<file path="config.mk">
export PLATFORM = sky130hd
export DESIGN_NAME = rvvi_trace_top
export DESIGN_NICKNAME = d
export VERILOG_FILES = /design/src/hdl/rvvi_pkg.sv /design/src/hdl/hart_events.sv /design/src/hdl/retire_decode.sv /design/src/hdl/rvfi_capture.sv /design/src/hdl/rvvi_trace_top.sv /design/src/hdl/shadow_state.sv /design/src/hdl/wb_readout.sv
export VERILOG_INCLUDE_DIRS = /design/src /design/src/hdl
export SDC_FILE = /design/constraint.sdc
export NUM_CORES = 2
export LEC_CHECK = 0
export BUFFER_PORTS_ARGS = -buffer_cell sky130_fd_sc_hd__clkbuf_2
export CAP_MARGIN = 25
export CELL_PAD_IN_SITES_DETAIL_PLACEMENT = 2
export CELL_PAD_IN_SITES_GLOBAL_PLACEMENT = 2
export CORE_MARGIN = 2
export CORE_UTILIZATION = 44
export CTS_CLUSTER_DIAMETER = 120
export DETAILED_ROUTE_END_ITERATION = 8
export MAX_ROUTING_LAYER = met4
export PLACE_DENSITY_LB_ADDON = 0.05
export SYNTH_ARGS = -nofsm -noshare
export SYNTH_HDL_FRONTEND = slang
export SYNTH_SLANG_ARGS = --single-unit
</file>
<file path="constraint.sdc">
create_clock -name rvvi -period 3.75 [get_ports rvvi]
set_clock_uncertainty 0.1 [all_clocks]
set_input_delay 0.375 -clock rvvi [delete_from_list [all_inputs] [get_ports rvvi]]
set_output_delay 0.375 -clock rvvi [all_outputs]
set_load 0.005 [all_outputs]
</file>
<file path="src/hdl/rvvi_macros.svh">
// CSR addresses, register-map offsets, halt stretch length and NMI cause codes
`ifndef RVVI_MACROS_SVH
`define RVVI_MACROS_SVH

////////////////////
// Shadowed machine CSRs
////////////////////

// Slot order follows the address order below
`define RVVI_CSR_MSTATUS  12'h300
`define RVVI_CSR_MIE      12'h304
`define RVVI_CSR_MTVEC    12'h305
`define RVVI_CSR_MSCRATCH 12'h340
`define RVVI_CSR_MEPC     12'h341
`define RVVI_CSR_MCAUSE   12'h342
`define RVVI_CSR_MTVAL    12'h343
`define RVVI_CSR_MIP      12'h344

// Number of shadow CSR slots
`define RVVI_CSR_SLOTS 8

////////////////////
// Hart side-band events
////////////////////

// Cycles of halt request after debug request drops
`define RVVI_HALT_HOLD 5

// NMI causes for bus errors
`define RVVI_NMI_LOAD  32'd1024
`define RVVI_NMI_STORE 32'd1025

// Interrupt lines that are recorded
// MSI, MTI, MEI and the sixteen local lines
`define RVVI_IRQ_MASK 32'hFFFF_0888

////////////////////
// Wishbone register map, byte offsets
////////////////////

`define RVVI_MAP_GPR     8'h00
`define RVVI_MAP_CSR     8'h80
`define RVVI_MAP_RETIRED 8'hC0
`define RVVI_MAP_GAPS    8'hC4
`define RVVI_MAP_NMI     8'hC8
`define RVVI_MAP_IRQ     8'hCC
`define RVVI_MAP_TRAPS   8'hD0

`endif

</file>
<file path="src/hdl/rvvi_pkg.sv">
// RVFI retirement record, decoded record, instruction word union, Wishbone request
package rvvi_pkg;

   ////////////////////
   // Retirement record from the core
   ////////////////////

   typedef struct packed {
      logic        valid;
      logic [63:0] order;
      logic [31:0] insn;
      logic        trap;
      logic        intr;
      logic [4:0]  rd_addr;
      logic [31:0] rd_wdata;
      logic [31:0] pc_rdata;
      logic [11:0] csr_addr;
      logic [31:0] csr_wdata;
      logic [31:0] csr_wmask;
   } rvfi_rec_t;

   ////////////////////
   // Instruction word views
   ////////////////////

   // Zicsr layout, I-type with the CSR number on top
   typedef struct packed {
      logic [11:0] csr;
      logic [4:0]  rs1;
      logic [2:0]  funct3;
      logic [4:0]  rd;
      logic [6:0]  opcode;
   } insn_csr_t;

   // R-type layout
   typedef struct packed {
      logic [6:0] funct7;
      logic [4:0] rs2;
      logic [4:0] rs1;
      logic [2:0] funct3;
      logic [4:0] rd;
      logic [6:0] opcode;
   } insn_reg_t;

   typedef union packed {
      insn_csr_t c;
      insn_reg_t r;
   } insn_u;

   ////////////////////
   // Decoded retirement
   ////////////////////

   typedef struct packed {
      logic        valid;
      logic [31:0] x_wb;
      logic [4:0]  rd_addr;
      logic [31:0] rd_wdata;
      logic        csr_hit;
      logic [2:0]  csr_slot;
      logic [31:0] csr_value;
      logic        is_csr_insn;
      logic        trap;
   } ret_dec_t;

   // Wishbone classic request from the host
   typedef struct packed {
      logic        cyc;
      logic        stb;
      logic        we;
      logic [7:0]  adr;
      logic [31:0] dat;
   } wb_req_t;

endpackage

</file>
<file path="src/hdl/hart_events.sv">
// NMI cause capture, sticky interrupt record and halt request stretching
module hart_events (
   input  logic        rvvi,
   input  logic        arst_n_i,
   input  logic        data_err_i,
   input  logic        data_rvalid_i,
   input  logic [31:0] irq_i,
   input  logic        debug_req_i,
   input  logic        irq_clr_i,
   output logic [31:0] nmi_cause_o,
   output logic [31:0] irq_seen_o,
   output logic        halt_req_o
);

   `include "rvvi_macros.svh"

   localparam int HOLD_W = $clog2(`RVVI_HALT_HOLD + 1);

   logic              data_err_q;
   logic [HOLD_W-1:0] hold_cnt_q;

   always_ff @(posedge rvvi or negedge arst_n_i) begin
      if (!arst_n_i) begin
         data_err_q  <= 1'b0;
         nmi_cause_o <= '0;
         irq_seen_o  <= '0;
         hold_cnt_q  <= '0;
         halt_req_o  <= 1'b0;
      end else begin
         data_err_q <= data_err_i;
         // Rising bus error, rvalid tells a load from a store
         if (data_err_i && !data_err_q) begin
            nmi_cause_o <= data_rvalid_i ? `RVVI_NMI_LOAD : `RVVI_NMI_STORE;
         end
         // Sticky record, cleared by the host
         irq_seen_o <= (irq_clr_i ? 32'd0 : irq_seen_o) | (irq_i & `RVVI_IRQ_MASK);
         // Reload while debug request is high, then count down
         if (debug_req_i) begin
            hold_cnt_q <= HOLD_W'(`RVVI_HALT_HOLD);
         end else if (hold_cnt_q != '0) begin
            hold_cnt_q <= hold_cnt_q - 1'b1;
         end
         halt_req_o <= debug_req_i || (hold_cnt_q != '0);
      end
   end

endmodule

</file>
<file path="src/hdl/retire_decode.sv">
// Stage 2: one-hot writeback mask, CSR slot mapping and masking, Zicsr detection
module retire_decode (
   input  logic                rvvi,
   input  logic                arst_n_i,
   input  rvvi_pkg::rvfi_rec_t rec_i,
   output rvvi_pkg::ret_dec_t  dec_o
);

   import rvvi_pkg::*;

   `include "rvvi_macros.svh"

   // SYSTEM major opcode
   localparam logic [6:0] OPC_SYSTEM = 7'b1110011;

   insn_u      insn;
   logic       wb_en;
   logic       slot_match;
   logic [2:0] slot;
   logic       zicsr;

   assign insn = rec_i.insn;

   // No GPR write for x0 or for a trapped instruction
   assign wb_en = rec_i.valid && !rec_i.trap && (rec_i.rd_addr != 5'd0);

   // Map CSR address onto a shadow slot
   always_comb begin
      slot_match = 1'b1;
      slot       = 3'd0;
      case (rec_i.csr_addr)
         `RVVI_CSR_MSTATUS:  slot = 3'd0;
         `RVVI_CSR_MIE:      slot = 3'd1;
         `RVVI_CSR_MTVEC:    slot = 3'd2;
         `RVVI_CSR_MSCRATCH: slot = 3'd3;
         `RVVI_CSR_MEPC:     slot = 3'd4;
         `RVVI_CSR_MCAUSE:   slot = 3'd5;
         `RVVI_CSR_MTVAL:    slot = 3'd6;
         `RVVI_CSR_MIP:      slot = 3'd7;
         default:            slot_match = 1'b0;
      endcase
   end

   // Opcode class and funct3 from reg view, CSR number from csr view
   // funct3 of 000 and 100 are not Zicsr
   assign zicsr = (insn.r.opcode == OPC_SYSTEM) &&
                  (insn.r.funct3[1:0] != 2'b00) &&
                  (insn.c.csr == rec_i.csr_addr);

   ////////////////////
   // Decoded record register
   ////////////////////

   always_ff @(posedge rvvi or negedge arst_n_i) begin
      if (!arst_n_i) begin
         dec_o <= '0;
      end else begin
         dec_o.valid       <= rec_i.valid;
         dec_o.x_wb        <= wb_en ? (32'd1 << rec_i.rd_addr) : 32'd0;
         dec_o.rd_addr     <= rec_i.rd_addr;
         dec_o.rd_wdata    <= rec_i.rd_wdata;
         // Zero mask means the CSR was only read
         dec_o.csr_hit     <= rec_i.valid && slot_match && (rec_i.csr_wmask != 32'd0);
         dec_o.csr_slot    <= slot;
         dec_o.csr_value   <= rec_i.csr_wdata & rec_i.csr_wmask;
         dec_o.is_csr_insn <= rec_i.valid && zicsr;
         dec_o.trap        <= rec_i.valid && rec_i.trap;
      end
   end

endmodule

</file>
<file path="src/hdl/rvfi_capture.sv">
// Stage 1: retirement record register and order-number continuity check
module rvfi_capture (
   input  logic                rvvi,
   input  logic                arst_n_i,
   input  rvvi_pkg::rvfi_rec_t rec_i,
   output rvvi_pkg::rvfi_rec_t rec_o,
   output logic                gap_o
);

   // Order of the last valid retirement
   logic [63:0] last_order_q;
   // Set once the first record after reset was seen
   logic        seen_first_q;
   logic        order_break;

   // Expected order is previous plus one
   assign order_break = seen_first_q && (rec_i.order != (last_order_q + 64'd1));

   ////////////////////
   // Record register
   ////////////////////

   always_ff @(posedge rvvi or negedge arst_n_i) begin
      if (!arst_n_i) begin
         rec_o <= '0;
      end else if (rec_i.valid) begin
         rec_o <= rec_i;
      end else begin
         // Idle cycle, nothing retires
         rec_o <= '0;
      end
   end

   ////////////////////
   // Continuity tracking
   ////////////////////

   always_ff @(posedge rvvi or negedge arst_n_i) begin
      if (!arst_n_i) begin
         last_order_q <= '0;
         seen_first_q <= 1'b0;
         gap_o        <= 1'b0;
      end else begin
         // Flag travels with the record in rec_o
         gap_o <= rec_i.valid && order_break;
         if (rec_i.valid) begin
            last_order_q <= rec_i.order;
            seen_first_q <= 1'b1;
         end
      end
   end

endmodule

</file>
<file path="src/hdl/rvvi_trace_top.sv">
// RVVI trace unit top: capture, decode and state stages, hart events, Wishbone readout
module rvvi_trace_top (
   input  logic                rvvi,
   input  logic                arst_n_i,
   input  rvvi_pkg::rvfi_rec_t rvfi_i,
   input  logic                data_err_i,
   input  logic                data_rvalid_i,
   input  logic [31:0]         irq_i,
   input  logic                debug_req_i,
   input  rvvi_pkg::wb_req_t   wb_i,
   output logic                wb_ack_o,
   output logic [31:0]         wb_dat_o,
   output logic                halt_req_o
);

   import rvvi_pkg::*;

   `include "rvvi_macros.svh"

   // Pipeline
   rvfi_rec_t cap_rec;
   ret_dec_t  dec_rec;
   logic      gap_inc;

   // Readout bundles
   logic [4:0]                       gpr_idx;
   logic [31:0]                      gpr_rd_data;
   logic [`RVVI_CSR_SLOTS-1:0][31:0] csr_bank;
   logic [31:0]                      retired_cnt;
   logic [31:0]                      gap_cnt;
   logic [31:0]                      trap_cnt;
   logic [31:0]                      nmi_cause;
   logic [31:0]                      irq_seen;
   logic                             irq_clr;
   logic                             cnt_clr;

   ////////////////////
   // Trace pipeline
   ////////////////////

   rvfi_capture i_rvfi_capture (
      .rvvi     (rvvi),
      .arst_n_i (arst_n_i),
      .rec_i    (rvfi_i),
      .rec_o    (cap_rec),
      .gap_o    (gap_inc)
   );

   retire_decode i_retire_decode (
      .rvvi     (rvvi),
      .arst_n_i (arst_n_i),
      .rec_i    (cap_rec),
      .dec_o    (dec_rec)
   );

   shadow_state i_shadow_state (
      .rvvi       (rvvi),
      .arst_n_i   (arst_n_i),
      .dec_i      (dec_rec),
      .gap_i      (gap_inc),
      .clr_i      (cnt_clr),
      .gpr_idx_i  (gpr_idx),
      .gpr_o      (gpr_rd_data),
      .csr_bank_o (csr_bank),
      .retired_o  (retired_cnt),
      .gaps_o     (gap_cnt),
      .traps_o    (trap_cnt)
   );

   // Side-band pins
   hart_events i_hart_events (
      .rvvi          (rvvi),
      .arst_n_i      (arst_n_i),
      .data_err_i    (data_err_i),
      .data_rvalid_i (data_rvalid_i),
      .irq_i         (irq_i),
      .debug_req_i   (debug_req_i),
      .irq_clr_i     (irq_clr),
      .nmi_cause_o   (nmi_cause),
      .irq_seen_o    (irq_seen),
      .halt_req_o    (halt_req_o)
   );

   // Host access
   wb_readout i_wb_readout (
      .rvvi        (rvvi),
      .arst_n_i    (arst_n_i),
      .wb_i        (wb_i),
      .wb_ack_o    (wb_ack_o),
      .wb_dat_o    (wb_dat_o),
      .gpr_idx_o   (gpr_idx),
      .gpr_i       (gpr_rd_data),
      .csr_bank_i  (csr_bank),
      .retired_i   (retired_cnt),
      .gaps_i      (gap_cnt),
      .traps_i     (trap_cnt),
      .nmi_cause_i (nmi_cause),
      .irq_seen_i  (irq_seen),
      .irq_clr_o   (irq_clr),
      .cnt_clr_o   (cnt_clr)
   );

endmodule

</file>
<file path="src/hdl/shadow_state.sv">
// Stage 3 shadow GPR file, shadow CSR slots and retirement counters
`include "rvvi_macros.svh"

module shadow_state (
   input  logic                                   rvvi,
   input  logic                                   arst_n_i,
   input  rvvi_pkg::ret_dec_t                     dec_i,
   input  logic                                   gap_i,
   input  logic                                   clr_i,
   input  logic [4:0]                             gpr_idx_i,
   output logic [31:0]                            gpr_o,
   output logic [`RVVI_CSR_SLOTS-1:0][31:0]       csr_bank_o,
   output logic [31:0]                            retired_o,
   output logic [31:0]                            gaps_o,
   output logic [31:0]                            traps_o
);

   // Shadow of x0..x31
   // x0 never gets a write bit
   logic [31:0] gpr_q [32];

   ////////////////////
   // Shadow GPR file
   ////////////////////

   always_ff @(posedge rvvi or negedge arst_n_i) begin
      if (!arst_n_i) begin
         for (int i = 0; i < 32; i++) begin
            gpr_q[i] <= '0;
         end
      end else begin
         for (int i = 0; i < 32; i++) begin
            if (dec_i.x_wb[i]) begin
               gpr_q[i] <= dec_i.rd_wdata;
            end
         end
      end
   end

   // Host read port
   assign gpr_o = gpr_q[gpr_idx_i];

   ////////////////////
   // Shadow CSR slots
   ////////////////////

   always_ff @(posedge rvvi or negedge arst_n_i) begin
      if (!arst_n_i) begin
         csr_bank_o <= '0;
      end else if (dec_i.csr_hit) begin
         // Value arrives already masked
         csr_bank_o[dec_i.csr_slot] <= dec_i.csr_value;
      end
   end

   ////////////////////
   // Counters
   ////////////////////

   always_ff @(posedge rvvi or negedge arst_n_i) begin
      if (!arst_n_i) begin
         retired_o <= '0;
         gaps_o    <= '0;
         traps_o   <= '0;
      end else begin
         // Every valid retirement counts, trapped ones too
         if (dec_i.valid) begin
            retired_o <= retired_o + 32'd1;
         end
         // Host clear wins over a same-cycle event
         if (clr_i) begin
            gaps_o  <= '0;
            traps_o <= '0;
         end else begin
            if (gap_i) begin
               gaps_o <= gaps_o + 32'd1;
            end
            if (dec_i.valid && dec_i.trap) begin
               traps_o <= traps_o + 32'd1;
            end
         end
      end
   end

endmodule

</file>
<file path="src/hdl/wb_readout.sv">
// Wishbone classic slave with register map decode and clear strobes
`include "rvvi_macros.svh"

module wb_readout (
   input  logic                             rvvi,
   input  logic                             arst_n_i,
   input  rvvi_pkg::wb_req_t                wb_i,
   output logic                             wb_ack_o,
   output logic [31:0]                      wb_dat_o,
   output logic [4:0]                       gpr_idx_o,
   input  logic [31:0]                      gpr_i,
   input  logic [`RVVI_CSR_SLOTS-1:0][31:0] csr_bank_i,
   input  logic [31:0]                      retired_i,
   input  logic [31:0]                      gaps_i,
   input  logic [31:0]                      traps_i,
   input  logic [31:0]                      nmi_cause_i,
   input  logic [31:0]                      irq_seen_i,
   output logic                             irq_clr_o,
   output logic                             cnt_clr_o
);

   logic        req;
   logic [7:0]  word_adr;
   logic [31:0] rd_data;

   // New request and not the tail of one already acked
   assign req      = wb_i.cyc && wb_i.stb && !wb_ack_o;
   assign word_adr = {wb_i.adr[7:2], 2'b00};

   // GPR index straight from the word address
   assign gpr_idx_o = wb_i.adr[6:2];

   // Clear strobes take effect at the ack edge
   assign irq_clr_o = req && wb_i.we && (word_adr == `RVVI_MAP_IRQ);
   assign cnt_clr_o = req && wb_i.we && (word_adr == `RVVI_MAP_GAPS);

   ////////////////////
   // Read mux
   ////////////////////

   always_comb begin
      rd_data = 32'd0;
      if (word_adr < `RVVI_MAP_CSR) begin
         rd_data = gpr_i;
      end else if (word_adr < `RVVI_MAP_CSR + 8'(4 * `RVVI_CSR_SLOTS)) begin
         rd_data = csr_bank_i[word_adr[4:2]];
      end else begin
         case (word_adr)
            `RVVI_MAP_RETIRED: rd_data = retired_i;
            `RVVI_MAP_GAPS:    rd_data = gaps_i;
            `RVVI_MAP_NMI:     rd_data = nmi_cause_i;
            `RVVI_MAP_IRQ:     rd_data = irq_seen_i;
            `RVVI_MAP_TRAPS:   rd_data = traps_i;
            default:           rd_data = 32'd0;
         endcase
      end
   end

   // Single-cycle ack
   always_ff @(posedge rvvi or negedge arst_n_i) begin
      if (!arst_n_i) begin
         wb_ack_o <= 1'b0;
      end else begin
         wb_ack_o <= req;
      end
   end

   // Read data lands with the ack
   always_ff @(posedge rvvi) begin
      if (req) begin
         wb_dat_o <= wb_i.we ? 32'd0 : rd_data;
      end
   end

endmodule

</file>
==> results.sh <==
export IMPL_run_status="completed"
export IMPL_unrepaired_setup_endpoints_after_global_routing="no"
export IMPL_grt_usage_pct=28.0
export IMPL_postLayoutSetupSlackWorst_ns=0.263
export IMPL_clock_sinks=1718
export IMPL_die_area_um2=177000
export IMPL_synth_most_common_cell="dfrtp_1"
export IMPL_final_net_count=5878
export IMPL_library_cell_occupying_the_most_area_in_the_post_synthesis_netlist="dfrtp_1"
export IMPL_final_min_clock_period_ns=3.49
export IMPL_yosys_area_top_type_share_pct=55.3
export IMPL_post_cts_setup_buffers=0
export IMPL_timing_critical_path_cells="ha_1 -> nand3_1 -> buf_4 -> or4_1 -> or3_1 -> o21ai_0 -> nand4_1 -> nor4_1 -> and4_1 -> a31oi_1"
export IMPL_period_share_pct=93.0
export IMPL_postSynthRegisterBits=1718
export IMPL_fin_worst_hold_slack_ns=0.130
export IMPL_worst_slew_pin_slew_ns=1.07
export IMPL_syn_inst=5092
export IMPL_power_per_cell_area_nw_per_um2=495
export IMPL_placed_area_um2=81100
export IMPL_layout_cells_sized_above_1_pct=45.1
export IMPL_critPathCaptureType="flop"
export IMPL_clk_transition_reported_paths_ns=0.06
export IMPL_synth_enable_flop_cells=32
export IMPL_dominantRegCellSynth="dfrtp_1"
export IMPL_setup_crit_start_kind="flop"
export IMPL_yosys_warnings=0
export IMPL_routabilityCongestion=0.782
export IMPL_synth_lib_cells_used_distinct=66
export IMPL_finalSetupTns_ns=0
export IMPL_fp_row_count=152
export IMPL_timing_critical_path_required_ns=4.36
export IMPL_number_of_global_route_vias_before_repair=53586
export IMPL_globalRouteOverflowTotal=0
export IMPL_crit_reg2reg_capture="i_rvfi_capture.gap_o$_DFF_PN0_"
export IMPL_ctsHtreeMaxLevel=4
export IMPL_synth_area_leaders="dfrtp_1, mux2_2, mux4_2"
export IMPL_setup_viol=0
export IMPL_critical_path_n_buffers_inverters=1
export IMPL_list_of_most_frequent_post_synthesis_cells="dfrtp_1, mux2_2, mux4_2"
export IMPL_cp_max_fo=10
export IMPL_first_pass_iters=5
export IMPL_reg2reg_setup_slack_ns=0.26
export IMPL_grt_start_max_net_pins=115
export IMPL_postSynthAreaPerCell_um2=15.0
export IMPL_via_count=46085
export IMPL_grt_pass1_wl_um=357000
export IMPL_pre_cts_ws_ns=0.380
export IMPL_final_hold_viol_count=0
export IMPL_worst_hold_path_type="in -> async"
export IMPL_max_clock_freq_mhz=287
export IMPL_max_stage_delay_ns=0.68
export IMPL_drc=0
export IMPL_clk_root_buffer_cell="clkbuf_16"
export IMPL_effective_utilization_at_floorplan_pct=44.4
export IMPL_critical_path_startpoint="i_rvfi_capture.last_order_q[0]$_DFFE_PN0P_"
export IMPL_synthesis_area_um2=76300
export IMPL_place_port_buffers=245
export IMPL_antenna_found_initial=2
export IMPL_synth_net_count=5422
export IMPL_drv_slew=0
export IMPL_maxCapViolCount=0
export IMPL_postRouteAntennaNets=0
export IMPL_timing_worst_setup_path_type="reg -> reg"
export IMPL_worst_endpoint_arrival_ns=4.09
export IMPL_r2r_start="i_rvfi_capture.last_order_q[0]$_DFFE_PN0P_"
export IMPL_design_core_area_um2=172000
export IMPL_clock_tree_buffer_depth=3
export IMPL_count_of_routing_violations_after_the_opening_detailed_route_iteration=2589
export IMPL_clock_insertion_delay_worst_skew_ns=0.83
export IMPL_synthArstFlopShare_pct=98.1
export IMPL_final_cell_area_um2=90100
export IMPL_wl_per_cell_um=29.3
export IMPL_ir_worst_vdd_v=0.000462
export IMPL_dieHeight_um=421
export IMPL_synth_yosys_seq_area_share_pct=56.5
export IMPL_cts_repair_resize_count=0
export IMPL_drt_vias_per_instance=5.75
export IMPL_reg2reg_depth=10
export IMPL_crit_slowest_cell="or4_1"
export IMPL_p_leak_nw=41.3
export IMPL_nFillCells=15493
export IMPL_ios=358
export IMPL_cts_made_buffers=190
export IMPL_area_delta_synth_final_pct=18.1
export IMPL_tritoncts="done"
export IMPL_post_dp_hpwl_um=138000
export IMPL_route_final_wire_length_um=235000
export IMPL_crit_family="simple AND/OR/NAND/NOR gates"
export IMPL_timing_max_slew_rel_slack_pct=28.3
export IMPL_die_width_um=421
[stage by stage]
| stage | std cells | util (%) | total power, mW |
|---|---|---|---|
| after floorplan | 5092 | - | 23.4 |
| after global placement | 7423 | 47.1 | 25.0 |
| after detailed placement | 7424 | 47.1 | 25.2 |
| after CTS | 8001 | 52.2 | 45.0 |
| after global routing | 8016 | 52.4 | 46.4 |
| final | 8017 | 52.4 | 44.6 |
[registers in the layout, summed over array words and instances (netlist names)]
name and count:
i_hart_events.data_err_q 1, i_shadow_state.gpr_q 1024, i_retire_decode.dec_o 102, i_hart_events.irq_seen_o 19
i_hart_events.hold_cnt_q 3, i_hart_events.nmi_cause_o 2, i_hart_events.halt_req_o 1, i_wb_readout.wb_ack_o 1
i_rvfi_capture.seen_first_q 1, i_shadow_state.gaps_o 32, i_shadow_state.csr_bank_o 256, i_rvfi_capture.gap_o 1
i_rvfi_capture.rec_o 115, i_shadow_state.retired_o 32, i_wb_readout.wb_dat_o 32, i_rvfi_capture.last_order_q 64
i_shadow_state.traps_o 32
[cell families (layout without fill, tap and decap cells)]
kind of cell / Yosys count / after routing / share of synthesized area, %
compound gates: 182 / 182 / 1.75
other cells: 1 / 3 / 0.00491
simple gates: 792 / 792 / 5.58
mux: 1772 / 1772 / 31.8
xor+xnor: 177 / 177 / 2.03
flops: 1718 / 1718 / 56.5
buf+inv: 444 / 1057 / 2.23
fa+ha+maj: 6 / 6 / 0.0983
[timing repair]
item	CTS	global route
hold endpoints to repair	306	0
hold buffers	228	0
setup endpoints to repair	0	0
[cells in the final DEF (no fill, tap or decap), types with 32 or more instances in the layout]
cell / instances
nor3_1: 55
nand3_1: 73
buf_12: 42
buf_4: 165
nor2b_1: 35
dlygate4sd3_1: 228
mux2_2: 1378
clkbuf_8: 49
mux4_2: 384
xnor2_1: 97
clkbuf_2: 237
nand4_1: 48
dfrtp_1: 1654
nor2_1: 131
clkbuf_16: 194
and2_1: 158
edfxtp_1: 32
a211oi_1: 36
xor2_1: 80
nand2_1: 143
clkbuf_1: 53
[worst max path at each step]
stage	slack, ns	end	cells after the start
final	0.26	i_rvfi_capture.gap_o$_DFF_PN0_	10
after global routing	0.09	i_rvfi_capture.gap_o$_DFF_PN0_	10
after CTS	0.26	i_rvfi_capture.gap_o$_DFF_PN0_	10
after detailed placement	0.38	i_wb_readout.wb_dat_o[20]$_SDFFCE_PP0P_	8
after global placement	0.35	i_wb_readout.wb_dat_o[15]$_SDFFCE_PP0P_	8
after floorplan	0.62	i_hart_events.irq_seen_o[21]$_DFF_PN0_	5
[power by group]
part | internal (mW) | switching, mW | total (mW)
Sequential | 19.8 | 1.07 | 20.9
Clock | 11.5 | 7.93 | 19.4
Combinational | 2.28 | 1.99 | 4.27
[worst reg2reg max path: stages (launching register included)]
cell,delay [ns]
dfrtp_1,0.44
ha_1,0.24
nand3_1,0.14
buf_4,0.21
or4_1,0.68
or3_1,0.46
o21ai_0,0.23
nand4_1,0.14
nor4_1,0.38
and4_1,0.27
a31oi_1,0.08
[layer usage]
layer  GRT usage (%)  vias to the layer above  part of all wire (%)
met5               -                        -                     0
met4            8.26                        0                   3.1
met3            3.15                      377                   2.7
met2            46.1                      768                    51
met1            36.9                    25419                    44
li1                -                    19521                     -
[final cells by class]
class / instances / area [µm²] / area share [%]
tap: 2310 / 2890 / 3.21
multi-input combinational: 2930 / 31500 / 35.0
inverter: 17 / 63.8 / 0.0708
antenna: 2 / 5.00 / 0.00555
timing repair buffer: 691 / 5920 / 6.57
sequential: 1718 / 43200 / 47.9
clock inverter: 54 / 781 / 0.866
clock buffer: 295 / 5710 / 6.34
Power figures use the tool's default switching activity.
